<file path="config.mk">
export PLATFORM = sky130hd
export DESIGN_NAME = lsu_top
export DESIGN_NICKNAME = d
export VERILOG_FILES = /design/src/source/lsu_ctl_pkg.sv /design/src/source/lsu_cfg_pkg.sv /design/src/source/lsu_top.sv /design/src/source/lsu_pipe.sv /design/src/source/lsu_replay_queue.sv /design/src/source/lsu_issue_queue.sv
export SDC_FILE = /design/constraint.sdc
export NUM_CORES = 1
export LEC_CHECK = 0
export BUFFER_PORTS_ARGS = -buffer_cell sky130_fd_sc_hd__buf_2
export CORE_UTILIZATION = 35
export CTS_CLUSTER_DIAMETER = 80
export DETAILED_ROUTE_END_ITERATION = 10
export PLACE_DENSITY = 0.49
export SETUP_SLACK_MARGIN = 0.02
export SLEW_MARGIN = 20
export SYNTH_ARGS = -nofsm -noshare
export SYNTH_HDL_FRONTEND = slang
export SYNTH_SLANG_ARGS = --single-unit
</file>
<file path="constraint.sdc">
create_clock -name i_clk -period 12.4 [get_ports i_clk]
set_input_delay 1.24 -clock i_clk [delete_from_list [all_inputs] [get_ports i_clk]]
set_output_delay 1.24 -clock i_clk [all_outputs]
set_load 0.02 [all_outputs]
</file>
<file path="src/source/lsu_ctl_pkg.sv">
// LSU control encodings: operation kind, hazard kind and bus FSM states
`default_nettype none

package lsu_ctl_pkg;

  // Operation kind carried with every request
  typedef enum logic {
    OP_LOAD  = 1'b0,
    OP_STORE = 1'b1
  } lsu_op_e;

  // Reason an operation was sent to replay
  typedef enum logic [1:0] {
    HAZ_NONE  = 2'd0,
    HAZ_RETRY = 2'd1
  } haz_e;

  // Pipe bus stage
  typedef enum logic [1:0] {
    BUS_IDLE = 2'd0,
    BUS_CYC  = 2'd1,
    BUS_DONE = 2'd2
  } bus_state_e;

endpackage

`default_nettype wire

</file>
<file path="src/source/lsu_cfg_pkg.sv">
// LSU configuration: data path widths, vector types and commit-age compare
`default_nettype none

package lsu_cfg_pkg;

  // ----------------------------------------
  // Widths
  // ----------------------------------------
  localparam int ADDR_W   = 16;
  localparam int DATA_W   = 32;
  localparam int CMT_ID_W = 5;
  localparam int SEL_W    = DATA_W / 8;

  // Half of the id range, the most ids that may be in flight
  localparam int HALF_IDS = 1 << (CMT_ID_W - 1);

  typedef logic [ADDR_W-1:0]   addr_t;
  typedef logic [DATA_W-1:0]   data_t;
  typedef logic [CMT_ID_W-1:0] cmt_id_t;

  // ----------------------------------------
  // Commit age
  // ----------------------------------------
  // Ids come in program order and wrap, so age is judged on the wrapped
  // distance from id0 forward to id1
  function automatic logic id0_is_older(input cmt_id_t id0, input cmt_id_t id1);
    cmt_id_t diff;
    diff = id1 - id0;
    return (diff != '0) && (int'(diff) < HALF_IDS);
  endfunction

endpackage

`default_nettype wire
</file>
<file path="src/source/lsu_top.sv">
// LSU top: issue and replay queues, oldest-first selection into the pipe
`timescale 1ns/1ps
`default_nettype none

module lsu_top
  import lsu_cfg_pkg::*;
  import lsu_ctl_pkg::*;
#(
  parameter int IQ_DEPTH = 4,
  parameter int RQ_DEPTH = 4
) (
  input  wire logic    i_clk,
  input  wire logic    i_arst_n,

  input  wire logic    i_disp_valid,
  input  wire lsu_op_e i_disp_op,
  input  wire cmt_id_t i_disp_cmt_id,
  input  wire addr_t   i_disp_addr,
  input  wire data_t   i_disp_data,
  output logic         o_disp_ready,

  output logic         o_wb_cyc,
  output logic         o_wb_stb,
  output logic         o_wb_we,
  output addr_t        o_wb_adr,
  output data_t        o_wb_dat,
  output logic [SEL_W-1:0] o_wb_sel,
  input  wire data_t   i_wb_dat,
  input  wire logic    i_wb_ack,
  input  wire logic    i_wb_rty,

  output logic         o_done_valid,
  output cmt_id_t      o_done_cmt_id,
  output logic         o_done_is_load,
  output data_t        o_done_data
);

  logic    iq_valid, iq_oldest, iq_take;
  lsu_op_e iq_op;
  cmt_id_t iq_cmt_id;
  addr_t   iq_addr;
  data_t   iq_data;

  logic    rq_valid, rq_high_pri, rq_almost_full, rq_take;
  lsu_op_e rq_op;
  cmt_id_t rq_cmt_id;
  addr_t   rq_addr;
  data_t   rq_data;

  logic    rp_push;
  lsu_op_e rp_op;
  cmt_id_t rp_cmt_id;
  addr_t   rp_addr;
  data_t   rp_data;
  haz_e    rp_haz;

  logic    replay_sel;
  logic    ex0_valid, ex0_ready, ex0_high_pri;
  lsu_op_e ex0_op;
  cmt_id_t ex0_cmt_id;
  addr_t   ex0_addr;
  data_t   ex0_data;

  lsu_issue_queue #(
    .IQ_DEPTH (IQ_DEPTH)
  ) u_issue_queue (
    .i_clk         (i_clk),
    .i_arst_n      (i_arst_n),
    .i_disp_valid  (i_disp_valid),
    .i_disp_op     (i_disp_op),
    .i_disp_cmt_id (i_disp_cmt_id),
    .i_disp_addr   (i_disp_addr),
    .i_disp_data   (i_disp_data),
    .o_disp_ready  (o_disp_ready),
    .i_take        (iq_take),
    .i_rq_valid    (rq_valid),
    .i_rq_cmt_id   (rq_cmt_id),
    .o_iss_valid   (iq_valid),
    .o_iss_op      (iq_op),
    .o_iss_cmt_id  (iq_cmt_id),
    .o_iss_addr    (iq_addr),
    .o_iss_data    (iq_data),
    .o_iss_oldest  (iq_oldest)
  );

  lsu_replay_queue #(
    .RQ_DEPTH (RQ_DEPTH)
  ) u_replay_queue (
    .i_clk         (i_clk),
    .i_arst_n      (i_arst_n),
    .i_push        (rp_push),
    .i_push_op     (rp_op),
    .i_push_cmt_id (rp_cmt_id),
    .i_push_addr   (rp_addr),
    .i_push_data   (rp_data),
    .i_push_haz    (rp_haz),
    .i_take        (rq_take),
    .o_rq_valid    (rq_valid),
    .o_rq_op       (rq_op),
    .o_rq_cmt_id   (rq_cmt_id),
    .o_rq_addr     (rq_addr),
    .o_rq_data     (rq_data),
    .o_rq_high_pri (rq_high_pri),
    .o_almost_full (rq_almost_full)
  );

  // ----------------------------------------
  // Oldest-first selection
  // ----------------------------------------
  // Replay also wins when it is nearly full and the issue head is not the
  // oldest op, so the replay queue drains before it can overflow
  assign replay_sel = rq_valid &&
                      (!iq_valid || id0_is_older(rq_cmt_id, iq_cmt_id) ||
                       (rq_almost_full && !iq_oldest));

  always_comb begin
    if (replay_sel) begin
      ex0_valid    = rq_valid;
      ex0_op       = rq_op;
      ex0_cmt_id   = rq_cmt_id;
      ex0_addr     = rq_addr;
      ex0_data     = rq_data;
      ex0_high_pri = rq_high_pri;
    end else begin
      ex0_valid    = iq_valid;
      ex0_op       = iq_op;
      ex0_cmt_id   = iq_cmt_id;
      ex0_addr     = iq_addr;
      ex0_data     = iq_data;
      ex0_high_pri = 1'b0;
    end
  end

  assign rq_take = replay_sel && ex0_ready;
  assign iq_take = !replay_sel && ex0_valid && ex0_ready;

  lsu_pipe u_lsu_pipe (
    .i_clk          (i_clk),
    .i_arst_n       (i_arst_n),
    .i_ex0_valid    (ex0_valid),
    .i_ex0_op       (ex0_op),
    .i_ex0_cmt_id   (ex0_cmt_id),
    .i_ex0_addr     (ex0_addr),
    .i_ex0_data     (ex0_data),
    .i_ex0_high_pri (ex0_high_pri),
    .o_ex0_ready    (ex0_ready),
    .o_wb_cyc       (o_wb_cyc),
    .o_wb_stb       (o_wb_stb),
    .o_wb_we        (o_wb_we),
    .o_wb_adr       (o_wb_adr),
    .o_wb_dat       (o_wb_dat),
    .o_wb_sel       (o_wb_sel),
    .i_wb_dat       (i_wb_dat),
    .i_wb_ack       (i_wb_ack),
    .i_wb_rty       (i_wb_rty),
    .o_done_valid   (o_done_valid),
    .o_done_cmt_id  (o_done_cmt_id),
    .o_done_is_load (o_done_is_load),
    .o_done_data    (o_done_data),
    .o_rp_push      (rp_push),
    .o_rp_op        (rp_op),
    .o_rp_cmt_id    (rp_cmt_id),
    .o_rp_addr      (rp_addr),
    .o_rp_data      (rp_data),
    .o_rp_haz       (rp_haz)
  );

endmodule

`default_nettype wire

</file>
<file path="src/source/lsu_pipe.sv">
// LSU memory pipe: ex0 register and Wishbone bus stage with done and replay
`timescale 1ns/1ps
`default_nettype none

module lsu_pipe
  import lsu_cfg_pkg::*;
  import lsu_ctl_pkg::*;
(
  input  wire logic    i_clk,
  input  wire logic    i_arst_n,

  // ex0 request
  input  wire logic    i_ex0_valid,
  input  wire lsu_op_e i_ex0_op,
  input  wire cmt_id_t i_ex0_cmt_id,
  input  wire addr_t   i_ex0_addr,
  input  wire data_t   i_ex0_data,
  input  wire logic    i_ex0_high_pri,
  output logic         o_ex0_ready,

  // Wishbone classic master
  output logic         o_wb_cyc,
  output logic         o_wb_stb,
  output logic         o_wb_we,
  output addr_t        o_wb_adr,
  output data_t        o_wb_dat,
  output logic [SEL_W-1:0] o_wb_sel,
  input  wire data_t   i_wb_dat,
  input  wire logic    i_wb_ack,
  input  wire logic    i_wb_rty,

  // Done report
  output logic         o_done_valid,
  output cmt_id_t      o_done_cmt_id,
  output logic         o_done_is_load,
  output data_t        o_done_data,

  // Replay push
  output logic         o_rp_push,
  output lsu_op_e      o_rp_op,
  output cmt_id_t      o_rp_cmt_id,
  output addr_t        o_rp_addr,
  output data_t        o_rp_data,
  output haz_e         o_rp_haz
);

  logic       ex0_valid;
  lsu_op_e    ex0_op;
  cmt_id_t    ex0_cmt_id;
  addr_t      ex0_addr;
  data_t      ex0_data;
  logic       ex0_high_pri;

  bus_state_e bus_state;
  logic       bus_rty;
  lsu_op_e    bus_op;
  cmt_id_t    bus_cmt_id;
  addr_t      bus_addr;
  data_t      bus_data;
  data_t      bus_rdata;

  logic       bus_free;
  logic       start;
  logic       use_in;
  logic       ex0_move;
  logic       ex0_load;
  logic       bus_end;

  // ----------------------------------------
  // ex0 stage
  // ----------------------------------------
  // The DONE cycle is the gap with cyc low, a new access may start in it
  assign bus_free = (bus_state != BUS_CYC);
  assign bus_end  = (bus_state == BUS_CYC) && (i_wb_ack || i_wb_rty);

  // Incoming op goes straight to the bus when ex0 is empty, or when it is
  // a replay overtaking a waiting new issue
  assign use_in   = i_ex0_valid && (!ex0_valid || (i_ex0_high_pri && !ex0_high_pri));
  assign start    = bus_free && (ex0_valid || i_ex0_valid);
  assign ex0_move = start && !use_in;

  assign o_ex0_ready = !ex0_valid || bus_free;
  assign ex0_load    = i_ex0_valid && o_ex0_ready && !(start && use_in);

  always_ff @(posedge i_clk or negedge i_arst_n) begin
    if (!i_arst_n) begin
      ex0_valid <= 1'b0;
    end else if (ex0_load) begin
      ex0_valid <= 1'b1;
    end else if (ex0_move) begin
      ex0_valid <= 1'b0;
    end
  end

  always_ff @(posedge i_clk) begin
    if (ex0_load) begin
      ex0_op       <= i_ex0_op;
      ex0_cmt_id   <= i_ex0_cmt_id;
      ex0_addr     <= i_ex0_addr;
      ex0_data     <= i_ex0_data;
      ex0_high_pri <= i_ex0_high_pri;
    end
  end

  // ----------------------------------------
  // Bus stage
  // ----------------------------------------
  always_ff @(posedge i_clk or negedge i_arst_n) begin
    if (!i_arst_n) begin
      bus_state <= BUS_IDLE;
      bus_rty   <= 1'b0;
    end else begin
      case (bus_state)
        BUS_CYC: begin
          if (bus_end) begin
            bus_state <= BUS_DONE;
            bus_rty   <= i_wb_rty && !i_wb_ack;
          end
        end
        default: begin
          bus_state <= start ? BUS_CYC : BUS_IDLE;
        end
      endcase
    end
  end

  always_ff @(posedge i_clk) begin
    if (start) begin
      bus_op     <= use_in ? i_ex0_op     : ex0_op;
      bus_cmt_id <= use_in ? i_ex0_cmt_id : ex0_cmt_id;
      bus_addr   <= use_in ? i_ex0_addr   : ex0_addr;
      bus_data   <= use_in ? i_ex0_data   : ex0_data;
    end
    if (bus_end) begin
      bus_rdata <= i_wb_dat;
    end
  end

  assign o_wb_cyc = (bus_state == BUS_CYC);
  assign o_wb_stb = (bus_state == BUS_CYC);
  assign o_wb_we  = (bus_op == OP_STORE);
  assign o_wb_adr = bus_addr;
  assign o_wb_dat = bus_data;
  assign o_wb_sel = '1;

  // Results, one cycle after ack or rty
  assign o_done_valid   = (bus_state == BUS_DONE) && !bus_rty;
  assign o_done_cmt_id  = bus_cmt_id;
  assign o_done_is_load = (bus_op == OP_LOAD);
  assign o_done_data    = o_done_is_load ? bus_rdata : '0;

  assign o_rp_push   = (bus_state == BUS_DONE) && bus_rty;
  assign o_rp_op     = bus_op;
  assign o_rp_cmt_id = bus_cmt_id;
  assign o_rp_addr   = bus_addr;
  assign o_rp_data   = bus_data;
  assign o_rp_haz    = o_rp_push ? HAZ_RETRY : HAZ_NONE;

endmodule

`default_nettype wire

</file>
<file path="src/source/lsu_replay_queue.sv">
// LSU replay queue: holds retried operations and re-offers the oldest one
`timescale 1ns/1ps
`default_nettype none

module lsu_replay_queue
  import lsu_cfg_pkg::*;
  import lsu_ctl_pkg::*;
#(
  parameter int RQ_DEPTH = 4
) (
  input  wire logic    i_clk,
  input  wire logic    i_arst_n,

  // Push from the pipe
  input  wire logic    i_push,
  input  wire lsu_op_e i_push_op,
  input  wire cmt_id_t i_push_cmt_id,
  input  wire addr_t   i_push_addr,
  input  wire data_t   i_push_data,
  input  wire haz_e    i_push_haz,

  // Offer to the top
  input  wire logic    i_take,
  output logic         o_rq_valid,
  output lsu_op_e      o_rq_op,
  output cmt_id_t      o_rq_cmt_id,
  output addr_t        o_rq_addr,
  output data_t        o_rq_data,
  output logic         o_rq_high_pri,
  output logic         o_almost_full
);

  localparam int IDX_W  = $clog2(RQ_DEPTH);
  localparam int LEAVES = 1 << IDX_W;
  localparam int CNT_W  = $clog2(RQ_DEPTH + 1);

  logic [RQ_DEPTH-1:0] ent_valid;
  lsu_op_e             ent_op      [RQ_DEPTH];
  cmt_id_t             ent_cmt_id  [RQ_DEPTH];
  addr_t               ent_addr    [RQ_DEPTH];
  data_t               ent_data    [RQ_DEPTH];
  logic                ent_hi_pri  [RQ_DEPTH];

  logic [LEAVES-1:0]   leaf_v;
  logic                node_v      [1:2*LEAVES-1];
  cmt_id_t             node_id     [1:2*LEAVES-1];
  logic [IDX_W-1:0]    node_idx    [1:2*LEAVES-1];
  logic [IDX_W-1:0]    sel_idx;
  logic [IDX_W-1:0]    free_idx;
  logic [CNT_W-1:0]    valid_cnt;

  // ----------------------------------------
  // Oldest entry, comparison tree
  // ----------------------------------------
  assign leaf_v = LEAVES'(ent_valid);

  always_comb begin
    for (int i = 0; i < LEAVES; i++) begin
      node_v[LEAVES+i]   = leaf_v[i];
      node_id[LEAVES+i]  = ent_cmt_id[i % RQ_DEPTH];
      node_idx[LEAVES+i] = IDX_W'(i % RQ_DEPTH);
    end
    for (int n = LEAVES - 1; n >= 1; n--) begin
      // Right child wins only when it is valid and strictly older
      if (node_v[2*n+1] && (!node_v[2*n] || id0_is_older(node_id[2*n+1], node_id[2*n]))) begin
        node_id[n]  = node_id[2*n+1];
        node_idx[n] = node_idx[2*n+1];
      end else begin
        node_id[n]  = node_id[2*n];
        node_idx[n] = node_idx[2*n];
      end
      node_v[n] = node_v[2*n] | node_v[2*n+1];
    end
  end

  assign sel_idx       = node_idx[1];
  assign o_rq_valid    = node_v[1];
  assign o_rq_op       = ent_op[sel_idx];
  assign o_rq_cmt_id   = ent_cmt_id[sel_idx];
  assign o_rq_addr     = ent_addr[sel_idx];
  assign o_rq_data     = ent_data[sel_idx];
  assign o_rq_high_pri = ent_hi_pri[sel_idx];

  // First free slot and occupancy
  always_comb begin
    free_idx  = '0;
    valid_cnt = '0;
    for (int i = RQ_DEPTH - 1; i >= 0; i--) begin
      if (!ent_valid[i]) begin
        free_idx = IDX_W'(i);
      end
      valid_cnt = valid_cnt + CNT_W'(ent_valid[i]);
    end
  end

  // One or no free slot left
  assign o_almost_full = (int'(valid_cnt) >= RQ_DEPTH - 1);

  always_ff @(posedge i_clk or negedge i_arst_n) begin
    if (!i_arst_n) begin
      ent_valid <= '0;
    end else begin
      if (i_take && o_rq_valid) begin
        ent_valid[sel_idx] <= 1'b0;
      end
      if (i_push) begin
        ent_valid[free_idx] <= 1'b1;
      end
    end
  end

  always_ff @(posedge i_clk) begin
    if (i_push) begin
      ent_op[free_idx]     <= i_push_op;
      ent_cmt_id[free_idx] <= i_push_cmt_id;
      ent_addr[free_idx]   <= i_push_addr;
      ent_data[free_idx]   <= i_push_data;
      ent_hi_pri[free_idx] <= (i_push_haz == HAZ_RETRY);
    end
  end

endmodule

`default_nettype wire

</file>
<file path="src/source/lsu_issue_queue.sv">
// LSU issue queue: in-order buffer of dispatched operations, offers the head
`timescale 1ns/1ps
`default_nettype none

module lsu_issue_queue
  import lsu_cfg_pkg::*;
  import lsu_ctl_pkg::*;
#(
  parameter int IQ_DEPTH = 4
) (
  input  wire logic    i_clk,
  input  wire logic    i_arst_n,

  // Dispatch
  input  wire logic    i_disp_valid,
  input  wire lsu_op_e i_disp_op,
  input  wire cmt_id_t i_disp_cmt_id,
  input  wire addr_t   i_disp_addr,
  input  wire data_t   i_disp_data,
  output logic         o_disp_ready,

  // Issue side
  input  wire logic    i_take,
  input  wire logic    i_rq_valid,
  input  wire cmt_id_t i_rq_cmt_id,
  output logic         o_iss_valid,
  output lsu_op_e      o_iss_op,
  output cmt_id_t      o_iss_cmt_id,
  output addr_t        o_iss_addr,
  output data_t        o_iss_data,
  output logic         o_iss_oldest
);

  localparam int PTR_W = $clog2(IQ_DEPTH);
  localparam int CNT_W = $clog2(IQ_DEPTH + 1);

  lsu_op_e            ent_op     [IQ_DEPTH];
  cmt_id_t            ent_cmt_id [IQ_DEPTH];
  addr_t              ent_addr   [IQ_DEPTH];
  data_t              ent_data   [IQ_DEPTH];

  logic [PTR_W-1:0]   head;
  logic [PTR_W-1:0]   tail;
  logic [CNT_W-1:0]   count;
  logic               push;
  logic               pop;

  assign o_disp_ready = (count != CNT_W'(IQ_DEPTH));
  assign push         = i_disp_valid & o_disp_ready;
  assign pop          = i_take & o_iss_valid;

  // ----------------------------------------
  // Pointers and occupancy
  // ----------------------------------------
  always_ff @(posedge i_clk or negedge i_arst_n) begin
    if (!i_arst_n) begin
      head  <= '0;
      tail  <= '0;
      count <= '0;
    end else begin
      if (push) begin
        tail <= (tail == PTR_W'(IQ_DEPTH - 1)) ? '0 : tail + 1'b1;
      end
      if (pop) begin
        head <= (head == PTR_W'(IQ_DEPTH - 1)) ? '0 : head + 1'b1;
      end
      if (push && !pop) begin
        count <= count + 1'b1;
      end else if (pop && !push) begin
        count <= count - 1'b1;
      end
    end
  end

  // Entry payload
  always_ff @(posedge i_clk) begin
    if (push) begin
      ent_op[tail]     <= i_disp_op;
      ent_cmt_id[tail] <= i_disp_cmt_id;
      ent_addr[tail]   <= i_disp_addr;
      ent_data[tail]   <= i_disp_data;
    end
  end

  // ----------------------------------------
  // Head offer
  // ----------------------------------------
  // Dispatch is in order, so the head is the oldest entry held here
  assign o_iss_valid  = (count != '0);
  assign o_iss_op     = ent_op[head];
  assign o_iss_cmt_id = ent_cmt_id[head];
  assign o_iss_addr   = ent_addr[head];
  assign o_iss_data   = ent_data[head];

  // Oldest in flight unless replay holds something older
  assign o_iss_oldest = !i_rq_valid || id0_is_older(ent_cmt_id[head], i_rq_cmt_id);

endmodule

`default_nettype wire

</file>
== Yosys cells after proc, flatten, opt, wreduce, memory -nomap -nowiden ==
Memories as Yosys holds them, arrays and structs flattened.
Index checks and enable logic that the tools add are counted.

* Flip-flop bits (word level): 156
* Memory bits (writable): 436
* Input port bits: 91
* Output and inout port bits: 95
* Logic and storage cells: 168
* Memories kept: 9

* $add $sub $neg: 12
* Magnitude comparators: 10
* Equality and inequality tests: 8
* Muxes and demuxes: 40
* Bitwise logic cells: 9
* Reduce and logical (&&, ||, !) cells: 63

{| class="wikitable"
|+ Memories
! memory !! words !! width !! rd ports !! clocked after memory_dff !! write ports !! line !! source
|-
| u_issue_queue.ent_data || 4 || 32 || 1 || 0 || 1 || lsu_issue_queue.sv:40 || <nowiki>data_t ent_data [IQ_DEPTH];</nowiki>
|-
| u_replay_queue.ent_data || 4 || 32 || 1 || 0 || 1 || lsu_replay_queue.sv:41 || <nowiki>data_t ent_data [RQ_DEPTH];</nowiki>
|-
| u_issue_queue.ent_addr || 4 || 16 || 1 || 0 || 1 || lsu_issue_queue.sv:39 || <nowiki>addr_t ent_addr [IQ_DEPTH];</nowiki>
|-
| u_replay_queue.ent_addr || 4 || 16 || 1 || 0 || 1 || lsu_replay_queue.sv:40 || <nowiki>addr_t ent_addr [RQ_DEPTH];</nowiki>
|-
| u_issue_queue.ent_cmt_id || 4 || 5 || 1 || 0 || 1 || lsu_issue_queue.sv:38 || <nowiki>cmt_id_t ent_cmt_id [IQ_DEPTH];</nowiki>
|-
| u_replay_queue.ent_cmt_id || 4 || 5 || 5 || 0 || 1 || lsu_replay_queue.sv:39 || <nowiki>cmt_id_t ent_cmt_id [RQ_DEPTH];</nowiki>
|-
| +3 memories || n/a || n/a || n/a || n/a || n/a || n/a ||
|}

{| class="wikitable"
|+ Operator list
! operator !! count
|-
| two-way mux 32 bit || 3
|-
| two-way mux 16 bit || 2
|-
| logical AND 1 bit || 29
|-
| less-than comparator 5 bit (second input constant) || 5
|-
| nonzero test 5 bit || 5
|-
| subtractor 5 bit || 5
|-
| two-way mux 5 bit || 4
|-
| two-way mux 2 bit || 9
|-
| two-way mux 1 bit || 16
|-
| zero test 1 bit || 15
|-
| logical OR 1 bit || 10
|-
| two-way mux 4 bit || 2
|-
| adder 3 x 1 -> 3 bit || 2
|-
| == test 2 bit (second input constant) || 3
|-
| less-than comparator 2 x 3 -> 1 bit (second input constant) || 2
|-
| two-way mux 3 bit || 2
|-
| adder 2 x 1 -> 2 bit (second input constant) || 2
|-
| AND 4 bit || 1
|-
| demux 1 bit (select 2 bit) || 2
|-
| == test 2 x 1 -> 1 bit (second input constant) || 2
|-
| >= comparator 2 x 1 -> 1 bit (second input constant) || 2
|-
| inequality test 2 x 1 -> 1 bit (second input constant) || 2
|-
| inverter 4 bit || 1
|-
| bitwise OR 4 bit || 1
|-
| other kinds (11) || 15
|}

== Longest topological paths before layout ==
Gate-level depths: netlist (run 1).
An unclocked memory read counts as a cell.

* Word-level depth: 30
* Gate-level depth with buffers: 38
* Mapped depth without buffers: 34

== By module ==
Synthesis (run 1) repeated with hierarchy kept, for this count alone.

* Cell total of the unflattened synthesis: 1,771
* Area, all modules: 26,565.5 µm²

{| class="wikitable"
|+ By module, submodules not included
! module !! instances !! cells an instance !! area an instance (µm²) !! seq. area each (µm²)
|-
| lsu_replay_queue || 1 || 1,016 || 11,563.6 || 6,706.4
|-
| lsu_issue_queue || 1 || 343 || 8,344.3 || 6,661.4
|-
| lsu_pipe || 1 || 323 || 5,796.8 || 4,334.2
|-
| lsu_top || 1 || 89 || 860.8 || 0.0
|}

== Worst setup path before layout (run 1) ==
Ideal clock, no wire load.

* Kind: register to register
* From: mem u_replay_queue.ent_cmt_id[0][2] (netlist name)
* To: reg u_lsu_pipe.ex0_addr[0], enable pin
* Arrival time: 10,208 ps
* Data required time: 11,856 ps
* Setup slack: 1,648 ps
* Stages on the path, launching flop included: 33
* Clock period less this slack: 10,752 ps
* Cell sequence: edfxtp_1 -> ha_1 -> o21ai_0 -> a21oi_1 -> nand4_1 -> o211ai_1 -> a221o_1 -> buf_1 -> clkbuf_1 -> mux2i_1 -> ha_1 -> nor2b_1 -> o211ai_1 -> nand2_1 -> a31oi_1 -> and4b_1 -> a211o_1 -> clkbuf_1 -> clkbuf_1 -> nor2_1 -> a21oi_1 -> ha_1 -> a21oi_1 -> o21bai_1 -> a21oi_1 -> xor3_1 -> o32ai_1 -> nand3_1 -> a21oi_1 -> a311oi_4 -> buf_4 -> and2_1 -> o21ai_0

{| class="wikitable"
|+ RTL lines
! element !! line !! source
|-
| start: declaration || lsu_replay_queue.sv:39 ||
|-
| end signal: assignment || lsu_pipe.sv:99 || <nowiki>ex0_addr <= i_ex0_addr;</nowiki>
|-
| end: declaration || lsu_pipe.sv:50 || <nowiki>addr_t ex0_addr;</nowiki>
|}

==> metrics.md, run 1 <==
| Metric | Value |
|---|---|
| Tcrit/Tclk final | `0.729` |
| Final max-slew violation count | `0` |
| Vias in the first global route | `12.6k` |
| Mux cell area share after synthesis | `0.150` |
| Synth Area in Compound Gates | `0.0287` |
| Slew @ Worst Pin | `1.08 ns` |
| Yosys reg bits | `592` |
| FFs w/ async S/R, synth | `0.0253` |
| Sw Pwr | `2.78 mW` |
| Mapped Cells | `1287` |
| CP endpoint kind | `flip-flop` |
| Global-route wire length before repair | `78400 um` |
| Sw Share | `0.342` |
| CTS resizes | `0` |
| Reg2Reg Depth | `31` |
| Number of fill cells | `6055` |
| Core Region | `67300 um^2` |
| Synthesized area | `23800 um^2` |
| Post-synth top flop | `edfxtp_1` |
| Fin Setup TNS | `0 ns` |
| Relative slew slack | `0.276` |
| Crit path DAT | `9.38 ns` |
| Reg clk slew, reported paths | `0.06 ns` |
| Ratio of cells with drive above 1 in the final layout | `0.310` |
| CP Depth | `31` |
| Vias | `11.9k` |
| Top cells by area, synth | `edfxtp_1, mux2_2, mux4_2` |
| CP top delay family | `compound AO/OA/AOI/OAI gates` |
| CTS tree | `yes` |
| Nets | `1628` |
| Tmin final | `9.04 ns` |
| Sink Count | `592` |
| PwrDens | `290 nW/um^2` |
| WS Path Type | `reg -> reg` |
| RSZ-0062 raised after global routing | `no` |
| Number of setup violations in the final report | `0` |
| DR pass1 iterations | `5` |
| Data required, critical path | `12.74 ns` |
| # H-tree levels | `3` |
| Full die area | `69000 um^2` |
| Leak Pwr | `9.98 nW` |
| Placed cell count | `2309` |
| Buffers on Ports | `181` |
| Non-Filler Instances | `2432` |
| Clk network pwr share | `0.234` |
| Synth cell count leaders | `edfxtp_1, mux2_2, nor2_1` |
| Cell at the root of the clock tree | `clkbuf_16` |
| WP buf/inv | `5` |
| Die width | `263 um` |
| Reg power frac | `0.407` |
| Most frequent CP cell | `a21oi_1` |
| Synth unique cells | `58` |
| Die Height | `263 um` |
| Routed wire per std cell | `21.3 um` |
| Synth Area in Adders | `0.0169` |
| Skew final | `0.0180 ns` |
| Hold Crit Class | `reg -> reg` |
| Grt ovf | `0` |
| Peak supply drop | `303 uV` |
| Initial core utilization | `0.354` |
| Post-Synth Simple-Gate Area | `0.0388` |
| Pin count of the biggest net entering global routing | `83` |
| CTS Buf Count | `66` |
| DRC | `0` |
| Row count | `95` |
| Post-CTS setup buffer count | `0` |
| Logic gate share of total power | `0.359` |
| Vias per cell | `4.90` |
| Max Clock Freq | `0.111 GHz` |
| Tot Pwr | `8.11 mW` |
| Area grow syn2layout | `17.4%` |
| P_int | `5.33 mW` |
| First DRT Iteration DRCs | `666` |
| Post-synth EDFFs | `577` |
| Critical Path Fanout Max | `41` |
| DRT Wirelength | `51700 um` |
| Sequential fraction of the synthesis area | `0.744` |
| Yosys warnings | `0` |
| Outcome | `finished, final reports clean` |
| Main combinational cell family by area after synthesis | `multiplexers` |
| Slowest CP cell | `buf_4` |
| Cts hold-fix bufs | `0` |
| Clock tree buffer depth | `3` |
| Tot GR Track Use | `0.151` |
| DRT antenna net count | `0` |
| Count leader, synth | `edfxtp_1` |
| Hpwl dp | `31400 um` |
| Cell depth of the worst hold path | `1` |
| Fin. Hold Viols | `0` |
| Crit start category | `flip-flop` |
| Mean Syn Cell Area | `18.5 um^2` |
| XOR/XNOR share of the synthesized area | `0.00468` |
| Clock Latency Late Sink | `0.60 ns` |
| Max cap viols | `0` |
| Worst path max stage delay | `0.67 ns` |
| Gpl congestion | `0.787` |
| # IOs | `186` |
| Leading area contributor after synthesis | `edfxtp_1` |
| Antenna violations before repair | `4` |
| Post-synth top area share | `0.728` |
-- state kept, by name, summed over array words and instances, names as in the netlist, 32 cells and up --
name and count:
u_replay_queue.ent_data 128, u_lsu_pipe.o_rp_data 32, u_lsu_pipe.bus_rdata 32, u_replay_queue.ent_addr 64, u_issue_queue.ent_addr 64, u_issue_queue.ent_data 128, u_lsu_pipe.ex0_data 32
-- layout make-up --
| cell class | instances | area [um^2] | share of cell area |
|---|---|---|---|
| sequential | 592 | 17700 | 0.634 |
| clock inverter | 36 | 362 | 0.0129 |
| multi-input combinational | 611 | 5790 | 0.207 |
| inverter | 30 | 113 | 0.00403 |
| clock buffer | 82 | 1730 | 0.0620 |
| antenna | 3 | 7.51 | 0.000269 |
| timing repair buffer | 205 | 1140 | 0.0408 |
| tap | 873 | 1090 | 0.0391 |
-- worst register-to-register path, delay by kind of cell (launching register included) --
family                   cells  cell delay (ns)
flip-flops                   1             0.39
AO/OA/AOI/OAI               14             3.33
buffers and inverters        5             2.22
adder cells (fa/ha/maj)      3             0.82
AND/OR/NAND/NOR              6             0.88
multiplexers                 2             0.71
XOR/XNOR                     1             0.42
-- layer usage --
metal | vias up | part of all wire | track usage | routed length (um)
met5 | - | 0 | 0 | 0
met4 | 0 | 0.020 | 0.0518 | 1010
met3 | 59 | 0.045 | 0.0315 | 2340
met2 | 254 | 0.48 | 0.247 | 24900
met1 | 6111 | 0.45 | 0.200 | 23400
li1 | 5493 | - | - | -
-- power by group through the flow --
| stage | Clock [mW] | Sequential [mW] | Combinational [mW] |
|---|---|---|---|
| final | 1.90 | 3.30 | 2.91 |
| after global routing | 2.03 | 3.36 | 3.18 |
| after CTS | 1.96 | 3.32 | 2.97 |
| after detailed placement | 0 | 3.36 | 2.95 |
| after global placement | 0 | 3.34 | 2.92 |
| after floorplan | 0 | 3.37 | 2.01 |
-- final timing paths --
kind	from	endpoint	slack (ns)
setup / recovery	u_replay_queue.ent_cmt_id[2][1]	u_lsu_pipe.o_done_cmt_id[0]	3.36
hold / removal	u_issue_queue.count[2]	u_issue_queue.count[2]	0.50
setup reg to reg	u_replay_queue.ent_cmt_id[2][1]	u_lsu_pipe.o_done_cmt_id[0]	3.36
hold reg to reg	u_issue_queue.count[2]	u_issue_queue.count[2]	0.50
max in group asynchronous	i_arst_n	u_issue_queue.head[0]	11.54
min in group asynchronous	i_arst_n	u_lsu_pipe.bus_state[1]	0.56
-- through the flow --
step | hold WS, ns | setup WS (ns) | area, um^2 | utilization
6_report | 0.503 | 3.36 | 27900 | 0.415
5_1_grt | 0.523 | 2.73 | 27900 | 0.415
4_1_cts | 0.499 | 3.27 | 27900 | 0.414
3_5_place_dp | 0.491 | 3.29 | 25800 | 0.383
3_3_place_gp | 0.483 | 3.46 | 25800 | 0.383
2_1_floorplan | 0.464 | 1.65 | 23800 | -
-- cells by family after synthesis --
| logic type | count (synthesis) |
|---|---|
| AOI/OAI and AO/OA | 113 |
| xor gates and xnor gates | 11 |
| adders and majority gates | 31 |
| buffers and inverters | 87 |
| DFF | 592 |
| muxes | 269 |
| other | 1 |
| and+or+nand+nor | 183 |
-- placed cells by master (no fill, tap or decap), types with 3 or more instances in the layout --
| cell | synthesis | routed |
|---|---|---|
| inv_6 | 0 | 4 |
| xor2_1 | 5 | 5 |
| mux2_1 | 48 | 48 |
| buf_4 | 11 | 21 |
| clkinv_1 | 0 | 10 |
| inv_1 | 30 | 30 |
| nand3_1 | 5 | 5 |
| buf_2 | 0 | 181 |
| mux4_2 | 54 | 54 |
| clkinv_2 | 0 | 12 |
| nand4_1 | 4 | 4 |
| o21ai_0 | 12 | 11 |
| bufinv_16 | 0 | 6 |
| nor2b_1 | 36 | 36 |
| o22ai_1 | 3 | 3 |
| nand2_1 | 20 | 20 |
| clkbuf_1 | 32 | 15 |
| a21o_1 | 5 | 5 |
| o211ai_1 | 4 | 4 |
| dfrtp_1 | 15 | 13 |
| and3_1 | 7 | 3 |
| nor3_1 | 9 | 9 |
| nor2_1 | 75 | 73 |
| mux2_2 | 111 | 111 |
| a21oi_1 | 69 | 68 |
| nand2b_1 | 5 | 5 |
| edfxtp_1 | 577 | 577 |
| and2_1 | 3 | 3 |
| mux2i_1 | 56 | 56 |
| xnor2_1 | 5 | 5 |
| and3_2 | 0 | 4 |
| conb_1 | 1 | 4 |
| diode_2 | 0 | 3 |
| clkbuf_16 | 0 | 67 |
| ha_1 | 29 | 29 |
No activity file was read; power rests on OpenSTA's default activity.
==> run 2: changes to the inputs <==
--- a/config.mk
+++ b/config.mk
@@ -5,6 +5,7 @@
 export SDC_FILE = /design/constraint.sdc
 export NUM_CORES = 1
 export LEC_CHECK = 0
+export ABC_AREA = 1
 export BUFFER_PORTS_ARGS = -buffer_cell sky130_fd_sc_hd__buf_2
 export CORE_UTILIZATION = 35
 export CTS_CLUSTER_DIAMETER = 80
==> constraint.sdc (replaced) <==
create_clock -name i_clk -period 9.1 [get_ports i_clk]
set_input_delay 0.91 -clock i_clk [delete_from_list [all_inputs] [get_ports i_clk]]
set_output_delay 0.91 -clock i_clk [all_outputs]
set_load 0.02 [all_outputs]
==> run 2 against run 1 <==
Compared with the run above: wire length is 16% higher; total power rose by 38%; largest power group is now combinational cells; sequential cell count stayed put; via count rose by 26%; global-route usage is 1.7 points higher; critical path type unchanged; largest cell class unchanged.
==> metrics.md, run 2 <==
| Metric | Value |
|---|---|
| Tot GR Track Use | `0.169 (+0.0174)` |
| Critical Path Fanout Max | `61 (+49%)` |
| Hpwl dp | `34300 um (+9.4%)` |
| Vias | `15.0k (+26%)` |
| Sw Share | `0.408 (+0.0660)` |
| Die width | `265 um (+0.93%)` |
| Count leader, synth | `edfxtp_1` |
| Worst path max stage delay | `0.65 ns (-0.02 ns)` |
| Crit path DAT | `7.98 ns (-1.40 ns)` |
| Mapped Cells | `1915 (+49%)` |
| Data required, critical path | `9.35 ns (-3.39 ns)` |
| Synth Area in Adders | `0.0166 (-0.000312)` |
| Leak Pwr | `10.4 nW (+4.0%)` |
| Outcome | `finished, final reports clean` |
| Post-Synth Simple-Gate Area | `0.162 (+0.123)` |
| Vias per cell | `4.88 (-0.46%)` |
| Mux cell area share after synthesis | `0 (-0.150)` |
| Cts hold-fix bufs | `0 (unchanged)` |
| First DRT Iteration DRCs | `1033 (+55%)` |
| DR pass1 iterations | `5 (unchanged)` |
| CTS tree | `yes` |
| Slew @ Worst Pin | `1.02 ns (-0.0607 ns)` |
| Most frequent CP cell | `nand2_1` |
| Synth unique cells | `35 (-40%)` |
| DRT Wirelength | `59900 um (+16%)` |
| Post-synth top flop | `edfxtp_1` |
| Crit start category | `flip-flop` |
| Mean Syn Cell Area | `12.7 um^2 (-32%)` |
| PwrDens | `400 nW/um^2 (+38%)` |
| Max cap viols | `0 (unchanged)` |
| Leading area contributor after synthesis | `edfxtp_1` |
| Fin. Hold Viols | `0 (unchanged)` |
| Pin count of the biggest net entering global routing | `85 (+2.4%)` |
| Synth Area in Compound Gates | `0.0476 (+0.0189)` |
| Hold Crit Class | `in -> async` |
| Buffers on Ports | `181 (unchanged)` |
| Global-route wire length before repair | `90000 um (+15%)` |
| Max Clock Freq | `0.129 GHz (+17%)` |
| Die Height | `265 um (+0.93%)` |
| XOR/XNOR share of the synthesized area | `0.00253 (-0.00215)` |
| Sequential fraction of the synthesis area | `0.730 (-0.0137)` |
| Most frequent cells in the layout | `edfxtp_1, nand2_1, nand3_1, buf_2, nor2_1` |
| Clock tree buffer depth | `3 (unchanged)` |
| Skew final | `0.0253 ns (+0.00734 ns)` |
| Core Region | `68600 um^2 (+1.9%)` |
| Number of setup violations in the final report | `0 (unchanged)` |
| Top cells by area, synth | `edfxtp_1, nand2_1, nand3_1` |
| Area grow syn2layout | `15.5%` |
| CTS Buf Count | `61 (-7.6%)` |
| Grt ovf | `0 (unchanged)` |
| Logic gate share of total power | `0.393 (+0.034)` |
| Reg2Reg Depth | `38 (+23%)` |
| Cell at the root of the clock tree | `clkbuf_16` |
| Yosys warnings | `0 (unchanged)` |
| CTS resizes | `0 (unchanged)` |
| Sink Count | `592 (unchanged)` |
| WS Path Type | `reg -> reg` |
| Commonest non-fill, non-tap cell in the layout | `edfxtp_1` |
| Full die area | `70300 um^2 (+1.9%)` |
| Ratio of cells with drive above 1 in the final layout | `0.194 (-0.117)` |
| Final max-slew violation count | `0 (unchanged)` |
| Nets | `2200 (+35%)` |
| Reg power frac | `0.389 (-0.018)` |
| Relative slew slack | `0.318 (+0.0416)` |
| Main combinational cell family by area after synthesis | `simple AND/OR/NAND/NOR gates` |
| DRT antenna net count | `0 (unchanged)` |
| Post-CTS setup buffer count | `0 (unchanged)` |
| Tmin final | `7.73 ns (-1.31 ns)` |
| Row count | `96 (+1.1%)` |
| Gpl congestion | `0.785 (-0.17%)` |
| Yosys reg bits | `592 (unchanged)` |
| Synth cell count leaders | `edfxtp_1, nand2_1, nand3_1` |
| CP endpoint kind | `flip-flop` |
| RSZ-0062 raised after global routing | `no` |
| Placed cell count | `2946 (+28%)` |
| Tcrit/Tclk final | `0.849 (+0.120)` |
| Synthesized area | `24200 um^2 (+1.9%)` |
| P_int | `6.63 mW (+24%)` |
| Sw Pwr | `4.58 mW (+65%)` |
| FFs w/ async S/R, synth | `0.0253 (unchanged)` |
| Routed wire per std cell | `19.5 um (-8.2%)` |
| Largest registers | `u_issue_queue.ent_data: 128 flops, u_replay_queue.ent_data: 128 flops` |
| Post-synth EDFFs | `577 (unchanged)` |
| # H-tree levels | `2 (-1)` |
| Non-Filler Instances | `3067 (+26%)` |
| Reg clk slew, reported paths | `0.06 ns (about the same)` |
| Clk network pwr share | `0.218 (-0.016)` |
| Fin Setup TNS | `0 ns (unchanged)` |
| Vias in the first global route | `14.4k (+15%)` |
| Post-layout util | `0.408 (-0.00710)` |
| Slowest CP cell | `buf_4` |
| Clock Latency Late Sink | `0.62 ns (+0.02 ns)` |
| Post-synth top area share | `0.715 (-0.0134)` |
| # IOs | `186 (unchanged)` |
| Initial core utilization | `0.354 (about the same)` |
| Antenna violations before repair | `13 (+9)` |
| DRC | `0 (unchanged)` |
| Peak supply drop | `417 uV (+38%)` |
## run 2: cell types whose count changed in the layout (fill, tap and decap cells not counted), moves of 72 or more
cell	delta
nand2_1	+296
nand3_1	+220
mux2_2	-111
o21ai_0	+108
nand2_2	+92
nor2_1	+78
inv_1	+72
## run 2: metal layers
layer,global-route usage,vias up,part of all wire
met5,0,-,0.0014
met4,0.0412,14,0.018
met3,0.0403,86,0.064
met2,0.261,389,0.45
met1,0.239,7299,0.46
li1,-,7172,-
## run 2: layout make-up
type | count | area (um^2)
Fill cell | 6503 | 40600
Sequential cell | 592 | 17700
Multi-Input combinational cell | 1111 | 5660
Clock buffer | 74 | 1600
Tap cell | 931 | 1160
Timing Repair Buffer | 207 | 1100
Inverter | 105 | 395
Clock inverter | 41 | 364
Antenna cell | 6 | 15.0
## run 2: final timing paths
path	startpoint	to	slack [ns]
max	u_replay_queue.ent_cmt_id[0][1]	u_lsu_pipe.ex0_data[14]	1.37
min	i_arst_n	u_lsu_pipe.bus_rty	0.20
max reg2reg	u_replay_queue.ent_cmt_id[0][1]	u_lsu_pipe.ex0_data[14]	1.37
min reg2reg	u_issue_queue.count[2]	u_issue_queue.count[2]	0.50
max in group asynchronous	i_arst_n	u_issue_queue.head[0]	8.61
min in group i_clk	i_wb_dat[24]	u_lsu_pipe.bus_rdata[24]	0.46
## run 2: cell families after synthesis
kind of cell | after synthesis
other | 1
XOR/XNOR | 7
AO/OA/AOI/OAI | 208
buffers and inverters | 215
adder cells (fa/ha/maj) | 31
flip-flops | 592
AND/OR/NAND/NOR | 861
## run 2: per-stage QoR
stage          setup slack, ns  total power [mW]  instance area, um^2  hold WS [ns]
2_1_floorplan             1.11              7.55                24300         0.469
3_3_place_gp              1.63              8.83                26000         0.490
3_5_place_dp              1.37              8.89                26000         0.495
4_1_cts                   1.31              11.4                28000         0.168
5_1_grt                  0.681              11.9                28000         0.190
6_report                  1.37              11.2                28000         0.204
## run 2: worst max-delay path: cells and delay by family, from the launching register on
kind	cells	cell delay, ns
buffers and inverters	5	1.08
AND/OR/NAND/NOR	23	3.17
AO/OA/AOI/OAI	7	1.57
adder cells (fa/ha/maj)	3	1.08
flip-flops	1	0.39
## run 2: power groups by stage
stage               combinational (mW)  sequential [mW]  clock (mW)
floorplan                         3.03             4.52           0
global placement                  4.43             4.41           0
detailed placement                4.46             4.43           0
CTS                               4.48             4.37        2.51
global route                      4.88             4.43        2.61
finish                            4.40             4.36        2.45
==> run 3: changes to the inputs <==
--- a/config.mk
+++ b/config.mk
@@ -10,7 +10,7 @@
 export CORE_UTILIZATION = 35
 export CTS_CLUSTER_DIAMETER = 80
 export DETAILED_ROUTE_END_ITERATION = 10
-export PLACE_DENSITY = 0.49
+export PLACE_DENSITY = 0.51
 export SETUP_SLACK_MARGIN = 0.02
 export SLEW_MARGIN = 20
 export SYNTH_ARGS = -nofsm -noshare
==> constraint.sdc (replaced) <==
create_clock -name i_clk -period 6.7 [get_ports i_clk]
set_input_delay 0.67 -clock i_clk [delete_from_list [all_inputs] [get_ports i_clk]]
set_output_delay 0.67 -clock i_clk [all_outputs]
set_load 0.02 [all_outputs]
==> run 3 against run 2 <==
Compared with the run above: final area grew 0.23%; clock power grew 34%; sequential cell count is the same.
==> metrics.md, run 3 (synthesized netlist as in run 2, its figures left out) <==
| Metric | Value |
|---|---|
| Commonest non-fill, non-tap cell in the layout | `edfxtp_1` |
| Grt ovf | `0 (unchanged)` |
| Slowest CP cell | `o21ai_0` |
| DRT antenna net count | `0 (unchanged)` |
| Relative slew slack | `0.324 (+0.00625)` |
| Max Clock Freq | `0.164 GHz (+27%)` |
| Leak Pwr | `10.4 nW (about the same)` |
| Antenna violations before repair | `14 (+1)` |
| Crit path DAT | `6.36 ns (-1.62 ns)` |
| R2R setup slack | `0.60 ns (-0.77 ns)` |
| Skew final | `0.0341 ns (+0.00874 ns)` |
| Worst path max stage delay | `0.45 ns (-0.20 ns)` |
| PwrDens | `546 nW/um^2 (+36%)` |
| Row count | `96 (unchanged)` |
| DR pass1 iterations | `5 (unchanged)` |
| DP Area | `26100 um^2 (+0.14%)` |
| Die width | `265 um (unchanged)` |
| Logic gate share of total power | `0.400 (+0.007)` |
| Sink Count | `592 (unchanged)` |
| Reg2Reg Depth | `34 (-11%)` |
| Largest registers | `u_issue_queue.ent_data: 128 flops, u_replay_queue.ent_data: 128 flops` |
| FF-to-FF End | `u_lsu_pipe.ex0_data[18]` |
| Tcrit/Tclk final | `0.910 (+0.0611)` |
| Cell at the root of the clock tree | `clkbuf_16` |
| CTS tree | `yes` |
| Pin count of the biggest net entering global routing | `98 (+15%)` |
| DRT Wirelength | `60400 um (+0.91%)` |
| Post-layout util | `0.409 (+0.000930)` |
| CP endpoint kind | `flip-flop` |
| WP buf/inv | `4 (-1)` |
| Clock Latency Late Sink | `0.63 ns (about the same)` |
| Buffers on Ports | `181 (unchanged)` |
| P_int | `9.03 mW (+36%)` |
| Final Worst Setup Slack | `0.600 ns (-0.771 ns)` |
| RSZ-0062 raised after global routing | `no` |
| Final max-slew violation count | `0 (unchanged)` |
| Clock tree buffer depth | `3 (unchanged)` |
| CP top delay family | `simple AND/OR/NAND/NOR gates` |
| Min Hold Slack | `0.228 ns (+0.0239 ns)` |
| Nets | `2206 (+0.27%)` |
| Full die area | `70300 um^2 (unchanged)` |
| Tmin final | `6.10 ns (-1.63 ns)` |
| Non-Filler Instances | `3066 (-0.033%)` |
| # IOs | `186 (unchanged)` |
| Hold Crit Class | `in -> reg` |
| Tot Pwr | `15.3 mW (+37%)` |
| Tot GR Track Use | `0.171 (+0.00206)` |
| Reg clk slew, reported paths | `0.06 ns (about the same)` |
| First DRT Iteration DRCs | `1086 (+5.1%)` |
| Global-route wire length before repair | `91300 um (+1.4%)` |
| Number of setup violations in the final report | `0 (unchanged)` |
| Crit start category | `flip-flop` |
| Final Cell Area | `28100 um^2 (+0.23%)` |
| Sw Pwr | `6.29 mW (+38%)` |
| CTS Buf Count | `60 (-1.6%)` |
| Outcome | `finished, final reports clean` |
| Cell depth of the worst hold path | `1` |
| Ratio of cells with drive above 1 in the final layout | `0.199 (+0.00507)` |
| Hpwl dp | `35000 um (+2.1%)` |
| Vias per cell | `4.91 (+0.75%)` |
| WS Path Type | `reg -> reg` |
| Vias | `15.1k (+0.72%)` |
| Initial core utilization | `0.354 (unchanged)` |
| Core Region | `68600 um^2 (unchanged)` |
| Fin. Hold Viols | `0 (unchanged)` |
| Slew @ Worst Pin | `1.01 ns (-0.00936 ns)` |
| Hold Path Origin | `i_wb_dat[25]` |
| DRC | `0 (unchanged)` |
| Reg power frac | `0.386 (-0.003)` |
| Vias in the first global route | `14.6k (+0.96%)` |
| Sw Share | `0.411 (+0.00262)` |
| Area grow syn2layout | `15.7%` |
| Worst reg2reg startpoint | `u_replay_queue.ent_cmt_id[2][2]` |
| Gpl congestion | `0.814 (+3.6%)` |
| Die Height | `265 um (unchanged)` |
| Placed cell count | `2951 (+0.17%)` |
| Hold path endpoint | `u_lsu_pipe.bus_rdata[25]` |
| Max cap viols | `0 (unchanged)` |
| Peak supply drop | `348 uV (-17%)` |
| Most frequent CP cell | `nand2_1` |
| Fin Setup TNS | `0 ns (unchanged)` |
| Clk network pwr share | `0.214 (-0.004)` |
| Place WS | `0.364 ns (-1.00 ns)` |
| Data required, critical path | `6.96 ns (-2.39 ns)` |
| Routed wire per std cell | `19.7 um (+0.95%)` |
| # H-tree levels | `2 (unchanged)` |
| Critical Path Fanout Max | `36 (-41%)` |
| Most frequent cells in the layout | `edfxtp_1, nand2_1, nand3_1, buf_2, nor2_1` |
-- run 3: power groups by stage --
stage          clock [mW]  combinational [mW]  sequential [mW]
2_1_floorplan           0                4.13             6.11
3_3_place_gp            0                6.07             5.96
3_5_place_dp            0                6.16             6.00
4_1_cts              3.37                6.18             5.92
5_1_grt              3.51                6.79             6.01
6_report             3.28                6.13             5.91
-- run 3: worst max path at each step --
| stage | to | start | cells after the start | slack, ns |
|---|---|---|---|---|
| final | u_lsu_pipe.ex0_data[18] | u_replay_queue.ent_cmt_id[2][2] | 34 | 0.60 |
| after global routing | u_issue_queue.count[2] | u_replay_queue.ent_cmt_id[3][1] | 43 | 0.03 |
| after CTS | u_lsu_pipe.ex0_data[15] | u_replay_queue.ent_cmt_id[2][2] | 40 | 0.32 |
| after detailed placement | u_lsu_pipe.ex0_data[27] | u_replay_queue.ent_cmt_id[2][2] | 40 | 0.36 |
| after global placement | u_lsu_pipe.o_rp_data[10] | u_replay_queue.ent_cmt_id[2][2] | 37 | 0.47 |
| after floorplan | u_lsu_pipe.ex0_addr[0] | u_replay_queue.ent_cmt_id[0][1] | 41 | 0.50 |
-- run 3: cell type report --
type	count	area, um^2
antenna	4	10.0
clock inverter	38	374
clock buffer	71	1540
multi-input combinational	1111	5690
sequential	592	17700
fill	6403	40500
tap	931	1160
timing repair buffer	214	1180
inverter	105	399
-- run 3: per-layer routing --
metal / up-vias / track usage / part of all wire
met1: 7373 / 0.242 / 0.46
met4: 20 / 0.0419 / 0.019
li1: 7177 / - / -
met5: - / 0 / 0.0019
met3: 96 / 0.0407 / 0.063
met2: 402 / 0.265 / 0.45
-- run 3: what timing repair did --
| item | 4_1_cts | 5_1_grt |
|---|---|---|
| resized for setup | 0 | 20 |
| hold endpoints to repair | 15 | 0 |
| setup buffers | 0 | 1 |
| setup endpoints to repair | 0 | 170 |
| hold buffers | 1 | 0 |
